===== src/rtl/cpu_pkg.sv =====
package cpu_pkg;

  // machine widths
  localparam int XLEN   = 64;
  localparam int ILEN   = 32;
  localparam int REG_AW = 5;

  // major opcodes handled by the core
  localparam logic [6:0] OPC_OP_IMM = 7'b0010011;
  localparam logic [6:0] OPC_OP     = 7'b0110011;
  localparam logic [6:0] OPC_LUI    = 7'b0110111;
  localparam logic [6:0] OPC_SYSTEM = 7'b1110011;

  // full ebreak word, funct12 = 1 under system
  localparam logic [ILEN-1:0] INST_EBREAK = 32'h0010_0073;

  // alu operations
  // passb forwards operand b untouched, used by lui
  typedef enum logic [3:0] {
    ALU_ADD,
    ALU_SUB,
    ALU_SLL,
    ALU_SLT,
    ALU_SLTU,
    ALU_XOR,
    ALU_SRL,
    ALU_SRA,
    ALU_OR,
    ALU_AND,
    ALU_PASSB
  } alu_op_e;

  // if -> id
  typedef struct packed {
    logic [XLEN-1:0] pc;
    logic [ILEN-1:0] inst;
  } if_id_t;

  // id -> ex, operands already resolved
  typedef struct packed {
    logic [XLEN-1:0]   pc;
    logic [ILEN-1:0]   inst;
    alu_op_e           alu_op;
    logic [XLEN-1:0]   opa;
    logic [XLEN-1:0]   opb;
    logic [REG_AW-1:0] rd;
    logic              wen;
  } id_ex_t;

  // ex -> wb
  typedef struct packed {
    logic [XLEN-1:0]   pc;
    logic [ILEN-1:0]   inst;
    logic [REG_AW-1:0] rd;
    logic              wen;
    logic [XLEN-1:0]   result;
  } ex_wb_t;

endpackage

===== src/rtl/idu.sv =====
`timescale 1ns/1ps

module idu
  import cpu_pkg::*;
(
  input  logic              clk,
  input  logic              i_rst,
  // from if/id
  input  logic              i_valid,
  input  if_id_t            i_payload,
  output logic              o_ready_go,
  // to id/ex
  input  logic              i_allow_in,
  output id_ex_t            o_payload,
  // register file read
  output logic [REG_AW-1:0] o_rs1,
  output logic [REG_AW-1:0] o_rs2,
  input  logic [XLEN-1:0]   i_rs1_data,
  input  logic [XLEN-1:0]   i_rs2_data,
  // witf
  output logic              o_witf_push,
  output logic [REG_AW-1:0] o_witf_rd,
  input  logic              i_raw_hit,
  input  logic              i_witf_full,
  // to fetch
  output logic              o_ebreak_seen
);

  logic [ILEN-1:0]   inst;
  logic [6:0]        opcode;
  logic [2:0]        funct3;
  logic [6:0]        funct7;
  logic [REG_AW-1:0] rd;
  logic              is_op_imm;
  logic              is_op;
  logic              is_lui;
  logic              is_ebreak;
  logic              supported;
  alu_op_e           alu_op;
  logic [XLEN-1:0]   imm_i;
  logic [XLEN-1:0]   imm_u;
  logic              wen;
  logic              fire;
  logic              stopped_q;

  assign inst   = i_payload.inst;
  assign opcode = inst[6:0];
  assign rd     = inst[11:7];
  assign funct3 = inst[14:12];
  assign funct7 = inst[31:25];

  assign is_op_imm = opcode == OPC_OP_IMM;
  assign is_op     = opcode == OPC_OP;
  assign is_lui    = opcode == OPC_LUI;
  assign is_ebreak = (opcode == OPC_SYSTEM) && (inst == INST_EBREAK);

  always_comb begin
    alu_op    = ALU_ADD;
    supported = 1'b0;
    if (is_lui) begin
      alu_op    = ALU_PASSB;
      supported = 1'b1;
    end else if (is_op || is_op_imm) begin
      supported = 1'b1;
      case (funct3)
        3'b000: begin
          // addi never subtracts, imm bit 10 is data
          if (is_op && funct7[5]) begin
            alu_op = ALU_SUB;
          end else begin
            alu_op = ALU_ADD;
          end
        end
        3'b001: alu_op = ALU_SLL;
        3'b010: alu_op = ALU_SLT;
        3'b011: alu_op = ALU_SLTU;
        3'b100: alu_op = ALU_XOR;
        3'b101: begin
          if (funct7[5]) begin
            alu_op = ALU_SRA;
          end else begin
            alu_op = ALU_SRL;
          end
        end
        3'b110: alu_op = ALU_OR;
        default: alu_op = ALU_AND;
      endcase
      // reject unused funct7 / funct6 patterns
      if (is_op) begin
        if (funct7 == 7'b0100000) begin
          supported = (funct3 == 3'b000) || (funct3 == 3'b101);
        end else begin
          supported = funct7 == 7'b0;
        end
      end else if (funct3 == 3'b001) begin
        supported = inst[31:26] == 6'b0;
      end else if (funct3 == 3'b101) begin
        supported = (inst[31:26] == 6'b0) || (inst[31:26] == 6'b010000);
      end
    end
  end

  // immediates, both sign extended
  assign imm_i = {{(XLEN-12){inst[31]}}, inst[31:20]};
  assign imm_u = {{(XLEN-32){inst[31]}}, inst[31:12], 12'b0};

  // unused source fields read as x0 so they never raise a raw hit
  assign o_rs1 = (is_op || is_op_imm) ? inst[19:15] : '0;
  assign o_rs2 = is_op ? inst[24:20] : '0;

  // x0 and unknown opcodes write nothing
  assign wen = supported && (rd != '0);

  // stall on hazard, on a full table, or after ebreak
  assign o_ready_go = !stopped_q && !i_raw_hit && !(wen && i_witf_full);
  assign fire       = i_valid && o_ready_go && i_allow_in;

  assign o_witf_push   = fire && wen;
  assign o_witf_rd     = rd;
  assign o_ebreak_seen = fire && is_ebreak;

  // nothing behind ebreak is dispatched
  always_ff @(posedge clk) begin
    if (i_rst) begin
      stopped_q <= 1'b0;
    end else if (o_ebreak_seen) begin
      stopped_q <= 1'b1;
    end
  end

  assign o_payload.pc     = i_payload.pc;
  assign o_payload.inst   = inst;
  assign o_payload.alu_op = alu_op;
  // lui adds nothing to its immediate
  assign o_payload.opa    = is_lui ? '0 : i_rs1_data;
  assign o_payload.opb    = is_op ? i_rs2_data : (is_lui ? imm_u : imm_i);
  assign o_payload.rd     = rd;
  assign o_payload.wen    = wen;

endmodule


===== config.mk =====
export PLATFORM = sky130hd
export DESIGN_NAME = idu
export DESIGN_NICKNAME = d
export VERILOG_FILES = /design/src/rtl/cpu_pkg.sv /design/src/rtl/idu.sv
export SDC_FILE = /design/constraint.sdc
export NUM_CORES = 1
export LEC_CHECK = 0
export BUFFER_PORTS_ARGS = -buffer_cell sky130_fd_sc_hd__buf_2
export CAP_MARGIN = 20
export CORE_AREA = 2 2 185 187
export CTS_CLUSTER_SIZE = 20
export DETAILED_ROUTE_END_ITERATION = 7
export DIE_AREA = 0 0 187 189
export GPL_TIMING_DRIVEN = 0
export PLACE_DENSITY = 0.3
export SKIP_LAST_GASP = 1
export SLEW_MARGIN = 20
export SYNTH_ARGS = -nofsm -noshare
export SYNTH_HDL_FRONTEND = slang
export SYNTH_SLANG_ARGS = --single-unit

===== constraint.sdc =====
create_clock -name clk -period 5.2 [get_ports clk]
set_clock_uncertainty 0.05 [all_clocks]
set_input_delay 1.04 -clock clk [delete_from_list [all_inputs] [get_ports clk]]
set_output_delay 1.04 -clock clk [all_outputs]
set_load 0.01 [all_outputs]

# After elaboration in Yosys (flattened, before gate mapping)
# Cells that the tools add are included.
# totals
reg_bits,1
inputBits,230
output_inout_bits,252
wordCells,50
# op_classes
eq_ne,13
n_mux,16
reduce_logical,20
# op_table
op,count
64-bit 2-to-1 mux,2
"32-bit by 21-bit == test with 1-bit output, second input constant",1
31-bit 2-to-1 mux,1
4-bit case mux with 7 select lines,1
"7-bit by 6-bit == test with 1-bit output, second input constant",3
1-bit logical AND,10
5-bit 2-to-1 mux,2
"3-bit == test, second input constant",3
1-bit 2-to-1 mux,8
4-bit 2-to-1 mux,2
"7-bit by 5-bit == test with 1-bit output, second input constant",1
"7-bit == test, second input constant",1
7-bit zero test,1
"3-bit by 2-bit == test with 1-bit output, second input constant",2
"6-bit by 5-bit == test with 1-bit output, second input constant",1
6-bit zero test,1
5-bit nonzero test,1
"3-bit by 1-bit == test with 1-bit output, second input constant",1
1-bit zero test,3
3-bit zero test,1
1-bit logical OR,3

# Longest topological paths before layout
# Gate-level depths: netlist (run 1).
# depth
ltp_word,14
depth_mapped,7

# Least setup slack after synthesis (run 1)
# OpenSTA, ideal clock, no wires.
# synth_path
path_type,input port to output port
startpoint,input i_payload[28] (netlist bit)
endpoint,output o_witf_push
arrival_ns,2.311
setup_slack_ns,1.799
path_stages,4
n_path_buf,0
cell_sequence,or4_4 > o31ai_2 > a41oi_1 > nor4_2
# synth_between
elab_chain_len,14
word_cells_on_any_way,18
classes_between,eq/ne (2); mux (6); reduce/logical (10)
# synth_rtl
item,line_no,source
from (decl),idu.sv:10,"input if_id_t i_payload,"
6-bit by 5-bit == test with 1-bit output / 6-bit zero test (equally long branches),"idu.sv:98, idu.sv:96",
1-bit logical OR,idu.sv:98,supported = (inst[31:26] == 6'b0) || (inst[31:26] == 6'b010000);
1-bit 2-to-1 mux,idu.sv:97,end else if (funct3 == 3'b101) begin
1-bit 2-to-1 mux,idu.sv:95,end else if (funct3 == 3'b001) begin
1-bit 2-to-1 mux (*),idu.sv:89,if (is_op) begin
1-bit 2-to-1 mux (*),idu.sv:63,end else if (is_op || is_op_imm) begin
1-bit 2-to-1 mux (*),idu.sv:60,if (is_lui) begin
1-bit logical AND (*),idu.sv:112,assign wen = supported && (rd != '0);
1-bit logical AND,idu.sv:115,assign o_ready_go = !stopped_q && !i_raw_hit && !(wen && i_witf_full);
1-bit zero test,idu.sv:115,
1-bit logical AND,idu.sv:115,
1-bit logical AND (2 in a row),idu.sv:116,assign fire = i_valid && o_ready_go && i_allow_in;
1-bit logical AND (*),idu.sv:118,assign o_witf_push = fire && wen;
to (decl),idu.sv:21,"output logic o_witf_push,"
# Mark *: on every way between the ends. The rest lies on a longest branch, timed or not.

==> impl_metrics.py, run 1 <==
metrics = {
    "run_status": {
        "status": "completed",
    },
    "yosys": {
        "syn_avg_cell_area_um2": 6.446,
        "post-synth-top-area-fraction_pct": 33.86,
        "async_flop_share_pct": 0,
        "synth_flop_cell": "dfxtp_1",
        "synth_area_leaders": "buf_4, and2_1, a21o_1",
        "synth_edf_count": 0,
        "yosysMostFrequentCell": "buf_4",
        "syn_area_mm2": 0.002372,
        "synthesis.nets": 598,
        "ys_seq_area_share_pct": 0.8439,
        "ys_seq_elements": 1,
        "ys_top_cells_by_count": "buf_4, and2_1, a21o_1, nand2_1, o21ai_0",
        "synth_cell_types": 38,
        "yosysWarnings": 0,
        "synth_top_area_cell": "buf_4",
        "syn_inst": 368,
    },
    "cts": {
        "post-cts-setup-buffer-count": 0,
        "cts_hold_buffers": 0,
        "insertion_delay_ns": 0,
        "clk_pin_slew_worst_paths_ns": 0,
        "cts_resized": 0,
    },
    "setup_path": {
        "path_cells": "buf_2, nor2_1, and3_1, buf_2, buf_2, buf_2, nand2_1, o21ai_0, buf_2",
        "cp_common_cell": "buf_2",
        "crit_path_top_delay_cell": "nor2_1",
        "rr_worst_depth": 2,
        "start_kind": "input pin",
        "reg2reg_from": "stopped_q",
        "slowest_delay_ns": 0.49,
        "path_class": "input pin to primary output",
        "worstPathRequired_ns": 4.11,
        "worstSetupEndpointType": "primary output",
        "critPathArrivalTime_ns": 3.25,
        "crit_path_start": "i_payload[2]",
        "critPathMaxFanout": 10,
    },
    "power_and_ir_drop": {
        "leakagePower_nw": 2.911,
        "power.density_mw_per_mm2": 76.36,
        "peakVddDrop_mv": 0.01976,
    },
    "global_route": {
        "grt_pass1_wl_mm": 27.97,
        "grt.overflow.total": 0,
        "grt_usage_pct": 10.95,
        "grt_start_max_net_pins": 11,
        "grt_pass1_vias": 3885,
        "antenna_found_initial": 6,
    },
    "floorplan": {
        "dieWidth_um": 187,
        "ios": 482,
        "die_area_mm2": 0.03534,
        "die_h_um": 189,
        "core_area_mm2": 0.03328,
        "rows": 67,
        "initial_core_util_pct": 7.128,
    },
    "drt": {
        "num_vias": 4040,
        "wl_per_cell_um": 17.30,
        "wl_mm": 21.28,
        "drcViolationCount": 0,
        "ant_nets": 0,
        "vias_per_cell": 3.285,
        "drt-pass1-iter-count": 4,
        "drt-initial-drc-count": 55,
    },
    "final_layout": {
        "drive_gt1_share_pct": 68.29,
        "biggestRegsByFlops": "stopped_q: 1 flops",
        "insertedDiodeCount": 0,
        "synthToLayoutAreaGrowth_pct": 111.0,
        "fill_cells": 3895,
        "stdcell_count": 1230,
        "seq_area_um2": 20.02,
        "top_register": "stopped_q",
        "nets": 1014,
        "largest_reg_flops": 1,
        "multiInputGateArea_mm2": 0.001423,
    },
    "hold_path": {
        "worstHoldStart": "stopped_q",
        "hp-class": "flop to flop",
        "whs_path_depth": 2,
    },
    "timing": {
        "fmax_mhz": 230.5,
        "hold_viol": 0,
        "maxSlewHeadroom_pct": 47.66,
        "fin_crit_sh_pct": 83.43,
        "tns_ns": 0,
        "tightestPinTransition_ns": 0.7780,
        "maxSlewViolCount": 0,
        "period_needed_ns": 4.339,
        "rsz0062_at_grt": "false",
        "setup_violations": 0,
    },
    "place": {
        "dp.cells": 1230,
        "hpwl_mm": 19.22,
        "portBuffers": 414,
        "gp_congestion": 0.7084,
    },
    "job": {
        "cap_violations": 0,
    },
}
cell families (layout without fill, tap and decap cells):
kind of cell              Yosys count  in the layout  synth area share (%)
buffers and inverters             138            552                 39.19
and+or+nand+nor                   131            131                 31.91
AOI/OAI and AO/OA                  95             95                 26.79
muxes                               2              2                0.8966
xor gates and xnor gates            1              1                0.3693
DFF                                 1              1                0.8439
power by group:
group	total, mW	leakage, nW	internal, mW	switching, mW
sequential	0.00783	0.00805	0.00783	0.000000000000354
clock	0	0	0	0
combinational	0.374	2.90	0.192	0.182
metrics by stage:
step                setup slack (ns)  instance area [um^2]  util, %  power (mW)  hold slack (ns)
finish                        0.8615                  5005    15.04      0.3822           0.4076
global placement              0.7234                  5005    15.04      0.3945           0.3979
floorplan                      1.799                  2372        -      0.1862           0.3854
CTS                           0.7106                  5005    15.04      0.3939           0.4098
detailed placement            0.7207                  5005    15.04      0.3917           0.4071
global route                  0.5906                  5005    15.04      0.4139           0.4260
final timing paths:
path	endpoint	slack (ns)
hold / removal	stopped_q	0.41
hold reg to reg	stopped_q	0.41
setup / recovery	o_payload[18]	0.86
setup reg to reg	stopped_q	4.60
per-layer routing:
layer | wire length, um | track usage (%) | vias to the layer above | part of all wire (%)
met5 | 18 | 0 | - | 0.085
met4 | 213 | 0.7021 | 2 | 1.0
met3 | 1655 | 2.335 | 14 | 7.8
met2 | 12060 | 23.65 | 296 | 57
met1 | 7330 | 10.86 | 1774 | 34
li1 | - | - | 1954 | -
cells in the final DEF (no fill, tap or decap), types with 3 or more instances in the layout:
master / synthesis / routed
and2_1: 70 / 70
nand2_1: 24 / 24
a21oi_1: 20 / 20
nand2b_1: 3 / 3
nand4_1: 3 / 3
clkbuf_1: 20 / 20
o21ai_0: 23 / 23
and3_1: 6 / 6
a21o_1: 33 / 33
nor2_1: 9 / 9
buf_4: 107 / 107
a22o_1: 11 / 11
buf_2: 8 / 422
critical path: cells and delay by family:
family	cells	cell delay, ns
buffers and inverters	5	1.28
AO/OA/AOI/OAI	1	0.08
AND/OR/NAND/NOR	3	0.82
cell type report:
type,count,area share [%]
Buffer,136,18.42
Timing Repair Buffer,414,41.40
Sequential cell,1,0.4000
Inverter,2,0.1500
Tap cell,448,11.20
Multi-Input combinational cell,229,28.42
No activity file was read; power rests on OpenSTA's default activity.
==> inputs of run 2 (changes only) <==
Settings changed: CORE_AREA 2 2 185 187 to 2 2 187 189, DIE_AREA 0 0 187 189 to 0 0 189 191.
Clock period 5.2 ns to 4.2 ns, I/O delays scaled along.
==> impl_metrics.py, run 2 (synthesis gave the netlist of run 1 again) <==
metrics = {
    "timing": {
        "rsz0062_at_grt": "false",
        "tightestPinTransition_ns": 0.8401,
        "tns_ns": 0,
        "maxSlewHeadroom_pct": 43.48,
        "fin_crit_sh_pct": 90.47,
        "fmax_mhz": 263.2,
        "hold_viol": 0,
        "period_needed_ns": 3.800,
        "maxSlewViolCount": 0,
        "layout_setup_ws_ns": 0.4004,
        "setup_violations": 0,
    },
    "power_and_ir_drop": {
        "p_switching_uw": 222.2,
        "leakagePower_nw": 2.911,
        "combPwrFrac_pct": 97.9,
        "p_int_uw": 247.4,
        "totalPowerFinal_uw": 469.6,
        "swShare_pct": 47.32,
        "peakVddDrop_mv": 0.02777,
        "clockPowerShare_pct": 0,
        "power.density_mw_per_mm2": 93.56,
        "power_frac_seq_pct": 2.1,
    },
    "floorplan": {
        "rows": 68,
        "core_area_mm2": 0.03412,
        "initial_core_util_pct": 6.953,
        "die_area_mm2": 0.03610,
        "ios": 482,
        "die_h_um": 191,
        "dieWidth_um": 189,
    },
    "drt": {
        "vias_per_cell": 3.264,
        "ant_nets": 0,
        "num_vias": 4041,
        "drt-pass1-iter-count": 4,
        "drcViolationCount": 0,
        "wl_per_cell_um": 16.46,
        "drt-initial-drc-count": 56,
        "wl_mm": 20.38,
    },
    "setup_path": {
        "worstSetupEndpointType": "primary output",
        "worstPathRequired_ns": 3.31,
        "critPathMaxFanout": 10,
        "r2r_slack_ns": 3.60,
        "crit_path_top_delay_cell": "buf_2",
        "path_cells": "buf_2, nor2_2, and3_1, buf_2, buf_2, buf_2, nand2_1, o21ai_0, buf_2",
        "start_kind": "input pin",
        "rr_worst_depth": 2,
        "reg2reg_from": "stopped_q",
        "crit_buf_inv": 5,
        "crit_family": "buffers and inverters",
        "path_class": "input pin to primary output",
        "critPathArrivalTime_ns": 2.91,
        "cp_common_cell": "buf_2",
        "slowest_delay_ns": 0.41,
        "r2r-end": "stopped_q",
    },
    "global_route": {
        "grt_pass1_wl_mm": 26.74,
        "grt_start_max_net_pins": 11,
        "grt.overflow.total": 0,
        "antenna_found_initial": 4,
        "grt_pass1_vias": 3864,
        "grt_usage_pct": 10.19,
    },
    "hold_path": {
        "min_to": "stopped_q",
        "hp-class": "flop to flop",
        "worstHoldStart": "stopped_q",
        "whs_path_depth": 2,
    },
    "final_layout": {
        "stdcell_count": 1238,
        "largest_reg_flops": 1,
        "nets": 1014,
        "layout_common_cells": "buf_2, buf_4, and2_1, a21o_1, nand2_1",
        "layout_commonest_cell": "buf_2",
        "synthToLayoutAreaGrowth_pct": 111.6,
        "biggestRegsByFlops": "stopped_q: 1 flops",
        "top_register": "stopped_q",
        "drive_gt1_share_pct": 68.41,
    },
    "run_status": {
        "status": "completed",
    },
    "job": {
        "cap_violations": 0,
    },
    "cts": {
        "cts_resized": 0,
        "clk_pin_slew_worst_paths_ns": 0,
        "insertion_delay_ns": 0,
        "cts_hold_buffers": 0,
        "post-cts-setup-buffer-count": 0,
    },
    "place": {
        "dp_worst_setup_slack_ns": 0.07130,
        "portBuffers": 414,
        "gp_congestion": 0.6928,
        "dp.cells": 1237,
        "hpwl_mm": 18.22,
    },
}
-- run 2: cell types whose count changed in the layout (fill, tap and decap cells not counted), sizes merged --
cell	delta
diode	+1
-- run 2: metrics by stage --
step | hold WS, ns | instance area (um^2) | util (%)
3_5_place_dp | 0.4043 | 5014 | 14.69
5_1_grt | 0.4356 | 5016 | 14.70
4_1_cts | 0.4067 | 5014 | 14.69
3_3_place_gp | 0.3988 | 5014 | 14.69
2_1_floorplan | 0.3854 | 2372 | -
6_report | 0.4029 | 5019 | 14.71
-- run 2: worst register-to-register path: stages (launching register included) --
cell and delay (ns):
dfxtp_1 0.29, nand2b_1 0.08, o41ai_2 0.06
-- run 2: area by class of cell --
class,instances,area [um^2]
inverters,2,7.507
plain buffers,136,922.1
multi-input cells,229,1425
flip-flops and latches,1,20.02
diodes,1,2.502
fillers,4034,29100
repair buffers,414,2072
well taps,455,569.3
-- run 2: power by group through the flow --
| stage | clock network [mW] | logic, mW | registers (mW) |
|---|---|---|---|
| after floorplan | 0 | 0.221 | 0.00969 |
| after global placement | 0 | 0.475 | 0.00969 |
| after detailed placement | 0 | 0.472 | 0.00969 |
| after CTS | 0 | 0.475 | 0.00969 |
| after global routing | 0 | 0.503 | 0.00969 |
| final | 0.00000000420 | 0.460 | 0.00969 |
-- run 2: per-layer routing --
layer / global-route usage, % / vias up / share of wire, %
li1: - / 1959 / -
met1: 10.55 / 1785 / 35
met2: 21.81 / 281 / 57
met3: 1.891 / 12 / 8.1
met4: 0.2704 / 4 / 0.43
met5: 0 / - / 0.11
-- run 2: how the worst max path moves through the flow --
| stage | from | end | slack (ns) | depth (start not counted) |
|---|---|---|---|---|
| 2_1_floorplan | i_payload[28] | o_witf_push | 1.20 | 4 |
| 3_3_place_gp | i_payload[2] | o_payload[23] | 0.10 | 9 |
| 3_5_place_dp | i_payload[2] | o_payload[23] | 0.07 | 9 |
| 4_1_cts | i_payload[2] | o_payload[23] | 0.07 | 9 |
| 5_1_grt | i_payload[2] | o_payload[27] | 0.11 | 9 |
| 6_report | i_payload[2] | o_payload[23] | 0.40 | 9 |
==> inputs of run 3 (changes only) <==
Clock period 4.2 ns to 3.85 ns, I/O delays scaled along.
==> impl_metrics.py, run 3 (synthesis gave the netlist of run 1 again) <==
metrics = {
    "setup_path": {
        "r2r_slack_ns": 3.25,
        "worstPathRequired_ns": 3.03,
        "critPathMaxFanout": 10,
        "rr_worst_depth": 2,
        "worstSetupEndpointType": "primary output",
        "start_kind": "input pin",
        "cp_common_cell": "buf_2",
        "critPathArrivalTime_ns": 2.79,
        "r2r-end": "stopped_q",
        "slowest_delay_ns": 0.41,
        "path_cells": "buf_2, and4b_1, buf_2, nand4_1, buf_1, clkbuf_1, and2_1, buf_2",
        "crit_path_top_delay_cell": "and4b_1",
        "path_class": "input pin to primary output",
        "reg2reg_from": "stopped_q",
    },
    "place": {
        "portBuffers": 414,
        "gp_congestion": 0.6928,
        "hpwl_mm": 18.22,
    },
    "power_and_ir_drop": {
        "power_frac_seq_pct": 2.1,
        "p_switching_uw": 242.7,
        "clockPowerShare_pct": 0,
        "swShare_pct": 47.33,
        "p_int_uw": 270.1,
        "totalPowerFinal_uw": 512.7,
        "power.density_mw_per_mm2": 102.0,
        "peakVddDrop_mv": 0.03029,
        "combPwrFrac_pct": 97.9,
        "leakagePower_nw": 2.911,
    },
    "floorplan": {
        "core_area_mm2": 0.03412,
        "die_area_mm2": 0.03610,
        "dieWidth_um": 189,
        "die_h_um": 191,
        "initial_core_util_pct": 6.953,
        "ios": 482,
        "rows": 68,
    },
    "timing": {
        "maxSlewViolCount": 0,
        "tns_ns": 0,
        "fin_crit_sh_pct": 93.89,
        "rsz0062_at_grt": "false",
        "setup_violations": 0,
        "maxSlewHeadroom_pct": 43.49,
        "hold_viol": 0,
        "fmax_mhz": 276.6,
        "tightestPinTransition_ns": 0.8400,
        "period_needed_ns": 3.615,
    },
    "cts": {
        "insertion_delay_ns": 0,
        "cts_hold_buffers": 0,
        "clk_pin_slew_worst_paths_ns": 0,
        "post-cts-setup-buffer-count": 0,
    },
    "global_route": {
        "antenna_found_initial": 5,
        "grt.overflow.total": 0,
        "grt_start_max_net_pins": 11,
        "grt_pass1_vias": 3868,
        "grt_pass1_wl_mm": 26.75,
        "grt_usage_pct": 10.20,
    },
    "drt": {
        "vias_per_cell": 3.268,
        "drt-initial-drc-count": 54,
        "num_vias": 4046,
        "drcViolationCount": 0,
        "ant_nets": 0,
        "drt-pass1-iter-count": 4,
        "wl_mm": 20.39,
        "wl_per_cell_um": 16.47,
    },
    "final_layout": {
        "top_register": "stopped_q",
        "multiInputGateArea_mm2": 0.001430,
        "drive_gt1_share_pct": 68.41,
        "fill_cells": 4033,
        "seq_area_um2": 20.02,
        "layout_common_cells": "buf_2, buf_4, and2_1, a21o_1, nand2_1",
        "largest_reg_flops": 1,
        "nets": 1014,
        "synthToLayoutAreaGrowth_pct": 111.9,
        "layout_commonest_cell": "buf_2",
        "biggestRegsByFlops": "stopped_q: 1 flops",
    },
    "hold_path": {
        "whs_path_depth": 2,
        "hp-class": "flop to flop",
        "min_to": "stopped_q",
        "worstHoldStart": "stopped_q",
    },
    "run_status": {
        "status": "completed",
    },
    "job": {
        "cap_violations": 0,
    },
}
## run 3: worst max-delay path, delay by kind of cell
| kind | cells | cell delay (ns) |
|---|---|---|
| buffers and inverters | 5 | 1.16 |
| AND/OR/NAND/NOR | 3 | 0.85 |
## run 3: how the worst max path moves through the flow
stage | from | to | slack, ns | cells past startpoint
detailed placement | i_payload[2] | o_payload[23] | -0.14 | 9
floorplan | i_payload[28] | o_witf_push | 0.99 | 4
CTS | i_payload[2] | o_payload[23] | 0.07 | 9
global route | i_payload[1] | o_payload[99] | 0.005 | 8
finish | i_payload[3] | o_payload[99] | 0.24 | 8
global placement | i_payload[2] | o_payload[23] | -0.11 | 9
## run 3: layer usage
layer	global-route usage (%)	vias to the layer above	routed length, um
li1	-	1959	-
met1	10.55	1787	7050
met2	21.79	280	11530
met3	1.946	14	1680
met4	0.2704	6	94
met5	0	-	35
## run 3: power by group through the flow
stage             Clock [mW]  Sequential, mW  Combinational [mW]
3_5_place_dp               0          0.0106               0.515
3_3_place_gp               0          0.0106               0.518
6_report       0.00000000386          0.0106               0.502
2_1_floorplan              0          0.0106               0.241
5_1_grt                    0          0.0106               0.549
4_1_cts                    0          0.0106               0.518
## run 3: layout make-up
type	count	share of cell area [%]
multi-input combinational	229	28.45
sequential	1	0.3983
buffer	136	18.40
timing repair buffer	414	41.22
tap	455	11.33
antenna	1	0.04979
inverter	2	0.1494
## run 3: repair_timing
action / in CTS / in global routing
pin swaps: 0 / 0
gates resized for setup: 1 / 2
endpoints found under the setup margin: 12 / 10
## run 3: metrics by stage
stage          hold WS, ns  setup slack, ns  util [%]  instance area, um^2  instances
5_1_grt             0.4356         0.004706     14.72                 5024       1237
6_report            0.4029           0.2351     14.73                 5026       1238
4_1_cts             0.4067          0.07092     14.70                 5016       1237
3_3_place_gp        0.3988          -0.1093     14.69                 5014       1237
3_5_place_dp        0.4043          -0.1387     14.69                 5014       1237
2_1_floorplan       0.3854           0.9891         -                 2372        368
